**config.mk**
```make
export PLATFORM = sky130hd
export DESIGN_NAME = wake_unit
export DESIGN_NICKNAME = d
export VERILOG_FILES = /design/src/hdl/wake_pkg.sv /design/src/hdl/wake_unit.sv /design/src/hdl/wake_controller.sv /design/src/hdl/event_fifo.sv /design/src/hdl/intr_collector.sv
export SDC_FILE = /design/constraint.sdc
export NUM_CORES = 1
export LEC_CHECK = 0
export BUFFER_PORTS_ARGS = -buffer_cell sky130_fd_sc_hd__buf_2
export CORE_ASPECT_RATIO = 0.75
export CORE_MARGIN = 4
export CORE_UTILIZATION = 30
export DETAILED_ROUTE_END_ITERATION = 16
export MAX_ROUTING_LAYER = met4
export PLACE_DENSITY = 0.53
export SYNTH_ARGS = -nofsm -noshare
export SYNTH_HDL_FRONTEND = slang
export SYNTH_SLANG_ARGS = --single-unit
```
**constraint.sdc**
```tcl
create_clock -name clk_i -period 3.9 [get_ports clk_i]
set_input_delay 0 -clock clk_i [delete_from_list [all_inputs] [get_ports clk_i]]
set_output_delay 0 -clock clk_i [all_outputs]
set_load 0.01 [all_outputs]
```
**src/hdl/wake_pkg.sv**
```systemverilog
// wake unit shared definitions
// event payload, power-control bundle and power FSM states

package wake_pkg;

  // fast interrupt lines handled at most
  parameter int MAX_INTR = 16;

  // index width for one interrupt line
  parameter int ID_W = 4;

  // default event queue depth, power of two
  parameter int DEF_FIFO_DEPTH = 4;

  // one queued wake event
  typedef struct packed {
    logic [ID_W-1:0] id;
    logic            overrun;
  } event_t;

  // cpu domain power controls, all active low
  typedef struct packed {
    logic pwrgate_en_n;
    logic isogate_en_n;
    logic rst_n;
  } pwr_ctrl_t;

  // power sequencing states of the cpu domain
  typedef enum logic [2:0] {
    PWR_ON,
    PWR_ISO,
    PWR_OFF,
    PWR_SWITCH_ON,
    PWR_RELEASE
  } pwr_state_e;

endpackage
```
**src/hdl/wake_unit.sv**
```systemverilog
`timescale 1ns/1ps
// wake unit top
// fast interrupt collection, event queue and cpu domain power sequencing

module wake_unit #(
  parameter int NUM_INTR   = wake_pkg::MAX_INTR,
  parameter int FIFO_DEPTH = wake_pkg::DEF_FIFO_DEPTH
) (
  input  logic                      clk_i,
  input  logic                      rst_i,
  input  logic [NUM_INTR-1:0]       intr_i,
  input  logic                      core_sleep_i,
  input  logic                      switch_ack_ni,
  input  logic                      event_ready_i,
  output logic                      event_valid_o,
  output logic [wake_pkg::ID_W-1:0] event_id_o,
  output logic                      event_overrun_o,
  output logic                      powergate_switch_no,
  output logic                      powergate_iso_no,
  output logic                      subsystem_rst_no
);

  logic                ev_valid;
  logic                ev_ready;
  wake_pkg::event_t    ev_data;
  logic                q_valid;
  logic                q_ready;
  wake_pkg::event_t    q_data;
  wake_pkg::event_t    event_data;
  wake_pkg::pwr_ctrl_t pwr_ctrl;

  intr_collector #(
    .NUM_INTR(NUM_INTR)
  ) u_intr_collector (
    .clk_i,
    .rst_i,
    .intr_i,
    .ev_valid_o(ev_valid),
    .ev_ready_i(ev_ready),
    .ev_data_o (ev_data)
  );

  event_fifo #(
    .FIFO_DEPTH(FIFO_DEPTH)
  ) u_event_fifo (
    .clk_i,
    .rst_i,
    .wr_valid_i(ev_valid),
    .wr_ready_o(ev_ready),
    .wr_data_i (ev_data),
    .rd_valid_o(q_valid),
    .rd_ready_i(q_ready),
    .rd_data_o (q_data)
  );

  wake_controller u_wake_controller (
    .clk_i,
    .rst_i,
    .core_sleep_i,
    .switch_ack_ni,
    .q_valid_i    (q_valid),
    .q_ready_o    (q_ready),
    .q_data_i     (q_data),
    .event_valid_o,
    .event_ready_i,
    .event_data_o (event_data),
    .pwr_ctrl_o   (pwr_ctrl)
  );

  // unrolled for the pads and the switch cells
  assign event_id_o          = event_data.id;
  assign event_overrun_o     = event_data.overrun;
  assign powergate_switch_no = pwr_ctrl.pwrgate_en_n;
  assign powergate_iso_no    = pwr_ctrl.isogate_en_n;
  assign subsystem_rst_no    = pwr_ctrl.rst_n;

endmodule

```
**src/hdl/wake_controller.sv**
```systemverilog
`timescale 1ns/1ps
// wake controller for the cpu power domain
// gates the domain while the core sleeps, restores it when an event is queued

module wake_controller (
  input  logic                clk_i,
  input  logic                rst_i,
  input  logic                core_sleep_i,
  input  logic                switch_ack_ni,
  input  logic                q_valid_i,
  output logic                q_ready_o,
  input  wake_pkg::event_t    q_data_i,
  output logic                event_valid_o,
  input  logic                event_ready_i,
  output wake_pkg::event_t    event_data_o,
  output wake_pkg::pwr_ctrl_t pwr_ctrl_o
);

  wake_pkg::pwr_state_e state_q;
  wake_pkg::pwr_state_e state_d;
  wake_pkg::pwr_ctrl_t  pwr_ctrl;
  logic                 dom_on;

  // next state
  always_comb begin
    state_d = state_q;
    case (state_q)
      wake_pkg::PWR_ON: begin
        // only sleep with nothing left to deliver
        if (core_sleep_i && !q_valid_i) begin
          state_d = wake_pkg::PWR_ISO;
        end
      end
      wake_pkg::PWR_ISO: begin
        state_d = wake_pkg::PWR_OFF;
      end
      wake_pkg::PWR_OFF: begin
        if (q_valid_i) begin
          state_d = wake_pkg::PWR_SWITCH_ON;
        end
      end
      wake_pkg::PWR_SWITCH_ON: begin
        // wait for the switch cells to report power good
        if (!switch_ack_ni) begin
          state_d = wake_pkg::PWR_RELEASE;
        end
      end
      wake_pkg::PWR_RELEASE: begin
        state_d = wake_pkg::PWR_ON;
      end
      default: begin
        state_d = wake_pkg::PWR_ON;
      end
    endcase
  end

  always_ff @(posedge clk_i) begin
    if (rst_i) begin
      state_q <= wake_pkg::PWR_ON;
    end else begin
      state_q <= state_d;
    end
  end

  // power controls per state
  // down: iso, then reset with switch off
  // up: switch on, iso release, then reset release
  always_comb begin
    case (state_q)
      wake_pkg::PWR_ON: begin
        pwr_ctrl.pwrgate_en_n = 1'b0;
        pwr_ctrl.isogate_en_n = 1'b1;
        pwr_ctrl.rst_n        = 1'b1;
      end
      wake_pkg::PWR_ISO: begin
        pwr_ctrl.pwrgate_en_n = 1'b0;
        pwr_ctrl.isogate_en_n = 1'b0;
        pwr_ctrl.rst_n        = 1'b1;
      end
      wake_pkg::PWR_OFF: begin
        pwr_ctrl.pwrgate_en_n = 1'b1;
        pwr_ctrl.isogate_en_n = 1'b0;
        pwr_ctrl.rst_n        = 1'b0;
      end
      wake_pkg::PWR_SWITCH_ON: begin
        pwr_ctrl.pwrgate_en_n = 1'b0;
        pwr_ctrl.isogate_en_n = 1'b0;
        pwr_ctrl.rst_n        = 1'b0;
      end
      wake_pkg::PWR_RELEASE: begin
        pwr_ctrl.pwrgate_en_n = 1'b0;
        pwr_ctrl.isogate_en_n = 1'b1;
        pwr_ctrl.rst_n        = 1'b0;
      end
      default: begin
        pwr_ctrl.pwrgate_en_n = 1'b0;
        pwr_ctrl.isogate_en_n = 1'b1;
        pwr_ctrl.rst_n        = 1'b1;
      end
    endcase
  end

  assign pwr_ctrl_o = pwr_ctrl;

  // events pass only with the domain fully up
  assign dom_on = (state_q == wake_pkg::PWR_ON);

  assign event_valid_o = dom_on & q_valid_i;
  assign q_ready_o     = dom_on & event_ready_i;
  assign event_data_o  = q_data_i;

endmodule

```
**src/hdl/event_fifo.sv**
```systemverilog
`timescale 1ns/1ps
// event queue between collector and wake controller
// circular buffer with valid/ready on both sides

module event_fifo #(
  parameter int FIFO_DEPTH = wake_pkg::DEF_FIFO_DEPTH
) (
  input  logic             clk_i,
  input  logic             rst_i,
  input  logic             wr_valid_i,
  output logic             wr_ready_o,
  input  wake_pkg::event_t wr_data_i,
  output logic             rd_valid_o,
  input  logic             rd_ready_i,
  output wake_pkg::event_t rd_data_o
);

  localparam int PTR_W = $clog2(FIFO_DEPTH);

  wake_pkg::event_t mem [FIFO_DEPTH];

  logic [PTR_W-1:0] wr_ptr_q;
  logic [PTR_W-1:0] rd_ptr_q;
  logic [PTR_W:0]   count_q;
  logic             do_wr;
  logic             do_rd;

  assign wr_ready_o = (count_q != (PTR_W + 1)'(FIFO_DEPTH));
  assign rd_valid_o = (count_q != '0);
  assign rd_data_o  = mem[rd_ptr_q];

  assign do_wr = wr_valid_i & wr_ready_o;
  assign do_rd = rd_valid_o & rd_ready_i;

  // pointers wrap on their own since depth is a power of two
  always_ff @(posedge clk_i) begin
    if (rst_i) begin
      wr_ptr_q <= '0;
      rd_ptr_q <= '0;
      count_q  <= '0;
    end else begin
      if (do_wr) begin
        wr_ptr_q <= wr_ptr_q + 1'b1;
      end
      if (do_rd) begin
        rd_ptr_q <= rd_ptr_q + 1'b1;
      end
      case ({do_wr, do_rd})
        2'b10:   count_q <= count_q + 1'b1;
        2'b01:   count_q <= count_q - 1'b1;
        default: count_q <= count_q;
      endcase
    end
  end

  always_ff @(posedge clk_i) begin
    if (do_wr) begin
      mem[wr_ptr_q] <= wr_data_i;
    end
  end

endmodule

```
**src/hdl/intr_collector.sv**
```systemverilog
`timescale 1ns/1ps
// fast interrupt collector
// latches rising edges per line, tracks overruns, offers lowest pending line

module intr_collector #(
  parameter int NUM_INTR = wake_pkg::MAX_INTR
) (
  input  logic                clk_i,
  input  logic                rst_i,
  input  logic [NUM_INTR-1:0] intr_i,
  output logic                ev_valid_o,
  input  logic                ev_ready_i,
  output wake_pkg::event_t    ev_data_o
);

  localparam int IW = wake_pkg::ID_W;

  logic [NUM_INTR-1:0] intr_q;
  logic [NUM_INTR-1:0] rise;
  logic [NUM_INTR-1:0] pending_q;
  logic [NUM_INTR-1:0] overrun_q;
  logic [NUM_INTR-1:0] taken;
  logic [IW-1:0]       low_id;
  logic [IW-1:0]       sel_id;
  logic [IW-1:0]       hold_id_q;
  logic                hold_q;
  logic                xfer;

  assign rise = intr_i & ~intr_q;

  // priority pick, lowest index wins
  always_comb begin
    low_id = '0;
    for (int i = NUM_INTR - 1; i >= 0; i--) begin
      if (pending_q[i]) begin
        low_id = IW'(i);
      end
    end
  end

  // a stalled offer keeps its line until the queue takes it
  assign sel_id = hold_q ? hold_id_q : low_id;

  assign ev_valid_o        = |pending_q;
  assign ev_data_o.id      = sel_id;
  assign ev_data_o.overrun = overrun_q[sel_id];

  assign xfer = ev_valid_o & ev_ready_i;

  always_comb begin
    for (int i = 0; i < NUM_INTR; i++) begin
      taken[i] = xfer && (sel_id == IW'(i));
    end
  end

  always_ff @(posedge clk_i) begin
    if (rst_i) begin
      intr_q    <= '0;
      pending_q <= '0;
      overrun_q <= '0;
      hold_q    <= 1'b0;
    end else begin
      intr_q    <= intr_i;
      // an edge in the cycle of its own transfer re-arms the line
      pending_q <= (pending_q & ~taken) | rise;
      // repeated edge on a pending line only marks an overrun
      overrun_q <= (overrun_q | (rise & pending_q)) & ~taken;
      hold_q    <= ev_valid_o & ~ev_ready_i;
    end
  end

  always_ff @(posedge clk_i) begin
    hold_id_q <= sel_id;
  end

endmodule

```
Word level (Yosys, flattened, before mapping)
Memories as Yosys holds them, arrays and structs flattened. A register that Yosys moved wholly into a read port is not among the register bits.
Index checks and enable logic that the tools add are counted.
{"block": "word_totals", "out_inout_bits": 9, "ram_bits": 20, "latch_bits": 0, "ff_bits": 63, "romBits": 0, "n_memories": 1, "word_cells": 107}
{"memory": "u_event_fifo.mem", "words": 4, "width": 5, "rd": 1, "rd_ports_with_merged_regs": 1, "wr": 1, "line": "event_fifo.sv:20", "source": "wake_pkg::event_t mem [FIFO_DEPTH];"}
{"block": "op_classes", "n_mul": 0, "reduce_logical": 24, "n_bitwise": 14, "mux": 29, "addsub": 4, "div_mod_pow": 0, "n_eq_ne": 25, "n_lt_le_gt_ge": 1, "shift": 0}
{"op": "$mux 4", "n": 17}
{"op": "$and 16x16->16", "n": 4}
{"op": "$eq 4x4->1 const B", "n": 8}
{"op": "$not 16->16", "n": 2}
{"op": "$or 16x16->16", "n": 2}
{"op": "$pmux 3 s4", "n": 2}
{"op": "$logic_and 1x1->1", "n": 17}
{"op": "$eq 4x3->1 const B", "n": 4}
{"op": "$reduce_or 16->1", "n": 1}
{"op": "$mux 3", "n": 3}
{"op": "$eq 4x2->1 const B", "n": 2}
{"op": "$eq 3x2->1 const B", "n": 2}
{"op": "$ne 2x2->1 const B", "n": 3}
{"op": "$pmux 3 s2", "n": 1}
{"op": "$and 1x1->1", "n": 5}
{"op": "$lt 4x5->1 const B", "n": 1}
{"op": "$add 2x1->2 const B", "n": 2}
{"op": "$bmux 1 s4", "n": 1}
{"op": "$eq 4x1->1 const B", "n": 1}
{"op": "$logic_not 4->1", "n": 1}
{"op": "$mux 2", "n": 2}
{"op": "$add 3x1->3 const B", "n": 1}
{"op": "$eq 3x1->1 const B", "n": 1}
{"op": "$eq 3x3->1 const B", "n": 1}
{"op": "11 further kinds", "n": 13}

Depth between registers and ports, before layout
{"block": "logic_depth", "word_depth": 22, "mapped_depth": 12, "ltp_nobuf": 11}

By module
From an unflattened synthesis, not the netlist that was laid out.
{"block": "unflattened", "hier_cells": 378, "hier_area_um2": 3878.7}
{"mod": "intr_collector", "n_inst": 1, "area_each_um2": 2459.9, "seq_area_each_um2": 1061.0, "cells_each": 277}
{"mod": "event_fifo", "n_inst": 1, "area_each_um2": 1216.2, "seq_area_each_um2": 780.7, "cells_each": 78}
{"mod": "wake_controller", "n_inst": 1, "area_each_um2": 202.7, "seq_area_each_um2": 60.1, "cells_each": 23}

Least setup slack after synthesis
No wires, ideal clock.
{"block": "synth_timing", "path_type": "register to register", "start": "reg u_intr_collector.pending_q[15]", "end": "reg u_event_fifo.count_q[2]", "setup_ns": 0.071, "path_slack_ns": 1.187, "n_path_buf": 1, "arrival_time_ns": 2.643, "stages_incl_launch_ff": 12, "path_cell_list": "dfxtp_1 -> or4_4 -> nor3_1 -> a21oi_1 -> clkbuf_1 -> inv_1 -> ha_1 -> inv_1 -> fa_1 -> xor2_1 -> or3_1 -> a21oi_1"}
{"block": "synth_via", "elab_chain_cells": 4, "elab_cells_between_ends": 6, "classes_between": "eq/ne (2); mux (1); bitwise (1); reduce/logical (2)"}
{"element": "start, declared", "line": "intr_collector.sv:20", "source": "logic [NUM_INTR-1:0] pending_q;"}
{"element": "start signal, assigned", "line": "intr_collector.sv:65", "source": "pending_q <= (pending_q & ~taken) | rise;"}
{"element": "$reduce_or 16->1 *", "line": "intr_collector.sv:44", "source": "assign ev_valid_o = |pending_q;"}
{"element": "$and 1x1->1 *", "line": "event_fifo.sv:32", "source": "assign do_wr = wr_valid_i & wr_ready_o;"}
{"element": "$eq 2x1->1 / $eq 2x2->1 (equally long branches)", "line": "event_fifo.sv:48", "source": "case ({do_wr, do_rd})"}
{"element": "$pmux 3 s2 / $reduce_bool 2->1 (equally long branches)"}
{"element": "end signal, assigned", "line": "event_fifo.sv:49", "source": "2'b10: count_q <= count_q + 1'b1;"}
{"element": "end signal, assigned", "line": "event_fifo.sv:50", "source": "2'b01: count_q <= count_q - 1'b1;"}
{"element": "end signal, assigned", "line": "event_fifo.sv:51", "source": "default: count_q <= count_q;"}
{"element": "end, declared", "line": "event_fifo.sv:24", "source": "logic [PTR_W:0] count_q;"}
Every way passes the cells marked *; elsewhere a longest branch is shown, timed or not.
A chain may end at the register's enable or synchronous reset.

Worst setup path in the final report
Same ends and word-level chain as after synthesis.

==> summary.md <==
| Metric | Value |
|---|---|
| Status | `finished, final reports clean` |
| Period utilization | `73.6%` |
| Synthesis Warnings | `0` |
| Pin count of the biggest net entering global routing | `61` |
| Initial core utilization | `a little under a third` |
| Syn Inst Count | `roughly 380` |
| Global route total overflow | `0` |
| Setup bufs post-CTS | `0` |
| Routed Wire Length | `8390 um` |
| Crit. End Element | `flip-flop` |
| Slew HR | `26.1%` |
| Register-to-register setup slack | `1030 ps` |
| Critical Path RT | `4150 ps` |
| Vias/cell | `4.79` |
| Share of cells above drive strength 1 | `between 10% and 20%` |
| Tot GR Track Use | `between 10% and 20%` |
| Worst slew pin tran | `between 1000 and 1500 ps` |
| Port Buffer Count | `29` |
| Worst Hold Launch | `event_ready_i` |
| Top cells by area, synth | `dfxtp_1 (36%), edfxtp_1 (16%), nor2_1 (3.8%)` |
| Clock sink count | `85` |
| Setup repair after global routing missed its margin | `no` |
| Tmin final | `approximately 2900 ps` |
| DR DRC count | `0` |
| Async set or reset register ratio after synthesis | `0%` |
| Avg WL per Cell | `~14 um` |
| # rows | `34` |
| Pwr/cell area | `between 500 and 600 nW/um2` |
| Pre-CTS setup slack | `between 1000 and 1500 ps` |
| Syn avg cell area | `9.69 um2` |
| LEAKAGE | `1.67 nW` |
| Crit path kind | `reg -> reg` |
| Fin. Hold Viols | `0` |
| Post-CTS Resized | `0` |
| Hold path endpoint | `u_event_fifo.rd_ptr_q[0]` |
| Nets | `~450` |
| Ant diodes | `0` |
| Hold depth | `4` |
| Final Wtd Congestion | `between 0.8 and 0.9` |
| Initial drt markers | `about 200` |
| Peak supply drop | `about 270 uV` |
| Die H | `around 100 um` |
| Hold Path Class | `in -> reg` |
| Slew Limit Fails | `0` |
| Vias in the first global route | `2554` |
| Die X | `between 100 and 150 um` |
| Clock-pin slew on the worst setup and hold paths | `60 ps` |
| Post-synth EDFFs | `20` |
| Area delta synth->final | `20.1%` |
| Register area share after synthesis | `a little over half` |
| # H-tree levels | `3` |
| Synthesized area | `about 3600 um2` |
| DP Wirelength | `about 6100 um` |
| Syn nets | `approximately 400` |
| Maximum clock path buffer count | `2` |
| Final Util | `37.3%` |
| Via count | `around 2800` |
| Max-Cap Viols | `0` |
| Number of CTS-inserted buffers | `9` |
| First-pass DRT Iterations | `4` |
| WHS | `roughly 210 ps` |
| Crit Path Max Fanout | `11` |
| PnR Total Power | `2.57 mW` |
| Setup tns final | `0 ps` |
| Initial antenna violation count | `0` |
| Synth Register Bits | `between 80 and 90` |
| Worst setup margin | `about 1000 ps` |
| Fmax | `approximately 350 MHz` |
| # IOs | `30` |
| Area leader, netlist | `dfxtp_1` |
| Final Skew | `around 7.0 ps` |
| Clk Latency, worst-skew pair | `roughly 330 ps` |
| Crit start category | `flip-flop` |
| Count leader, synth | `dfxtp_1` |
| Final ANT Viol Nets | `0` |
| R2R depth | `10` |
| CTS tree | `done` |
| First-pass GRT wire length | `13700 um` |
| WP data arrival | `between 3000 and 4000 ps` |
| Primary FF master, synth | `dfxtp_1` |
| Post-synth top area share | `approximately 36%` |
| Crit Reg-Reg Startpoint | `u_intr_collector.pending_q[15]` |
| Root Buffer | `clkbuf_16` |
| Synth cell types | `50` |
| R2r endpoint | `u_event_fifo.count_q[2]` |
| Final setup violation count | `0` |
| Die area | `between 10000 and 15000 um2` |
| Core Area | `between 10000 and 15000 um2` |
| Post-synth top cells | `dfxtp_1 (65), nor2_1 (37), nand2_1 (28)` |
==> report_power, final <==
group / internal, mW / switching, mW
clock: 0.430 / 0.335
combinational: 0.268 / 0.367
sequential: 1.06 / 0.106
==> worst max path at each step <==
stage,start,end,slack [ps]
detailed placement,u_intr_collector.pending_q[8],u_event_fifo.count_q[2],1010
global route,u_intr_collector.pending_q[7],u_event_fifo.count_q[2],690
finish,u_intr_collector.pending_q[15],u_event_fifo.count_q[2],1030
CTS,u_intr_collector.pending_q[15],u_event_fifo.count_q[2],1000
floorplan,u_intr_collector.pending_q[15],u_event_fifo.count_q[2],1190
global placement,u_intr_collector.pending_q[8],u_event_fifo.count_q[2],1100
==> layout by cell type, fill, tap and decap left out, types with 9 or more instances in the layout <==
cell type,instances
dfxtp_1,65
nor2_1,37
buf_2,29
nand2_1,28
inv_1,26
nor3_1,23
a21oi_1,22
o21ai_0,20
a31oi_1,20
edfxtp_1,20
nor2b_1,17
dlygate4sd3_1,17
clkbuf_16,9
==> area by class of cell <==
| class | instances | area (um2) |
|---|---|---|
| fill | 1187 | 7360 |
| sequential | 85 | 1900 |
| multi-input combinational | 251 | 1590 |
| timing repair buffer | 46 | 315 |
| clock buffer | 10 | 229 |
| tap | 162 | 203 |
| inverter | 27 | 101 |
| clock inverter | 6 | 41.3 |
==> per-layer routing <==
layer	vias up	GRT usage (%)	part of all wire (%)
met4	0	3.41	1.0
met5	-	-	0
met2	67	17.0	40
li1	1425	-	-
met3	9	3.82	6.1
met1	1311	19.8	53
==> kinds of logic after synthesis <==
family          count (synthesis)  synth area share (%)
compound gates                 89                  15.6
xor+xnor                        5                  1.20
fa+ha+maj                       6                  2.27
buf+inv                        40                  4.33
flops                          85                  52.2
mux                            13                  5.39
simple gates                  138                  19.0
==> worst max-delay path: stages, from the launching register on <==
cell and delay [ps]:
dfxtp_1 340, or4_4 560, nor3_1 270, a21oi_1 230
inv_1 120, ha_1 180, inv_1 70, fa_1 430
xor2_1 160, or3_1 300, a21oi_1 140
==> stage by stage <==
step / instances / area, um2
final: 587 / 4380
after global routing: 587 / 4380
after CTS: 587 / 4380
after detailed placement: 554 / 3940
after global placement: 554 / 3940
after floorplan: 376 / 3640
==> flip-flops by register name (all words and copies together), names as in the netlist, named ones only <==
register	count
u_event_fifo.mem	20
u_intr_collector.intr_q	16
u_intr_collector.overrun_q	16
u_intr_collector.pending_q	16
u_intr_collector.hold_id_q	4
u_event_fifo.count_q	3
u_wake_controller.state_q	3
u_event_fifo.rd_ptr_q	2
u_event_fifo.wr_ptr_q	2
u_intr_collector.hold_q	1
==> what timing repair did <==
action / CTS / global route
hold buffers: 17 / 0
hold endpoints to repair: 37 / 0
endpoints found under the setup margin: 0 / 0
Power figures use the tool's default switching activity.
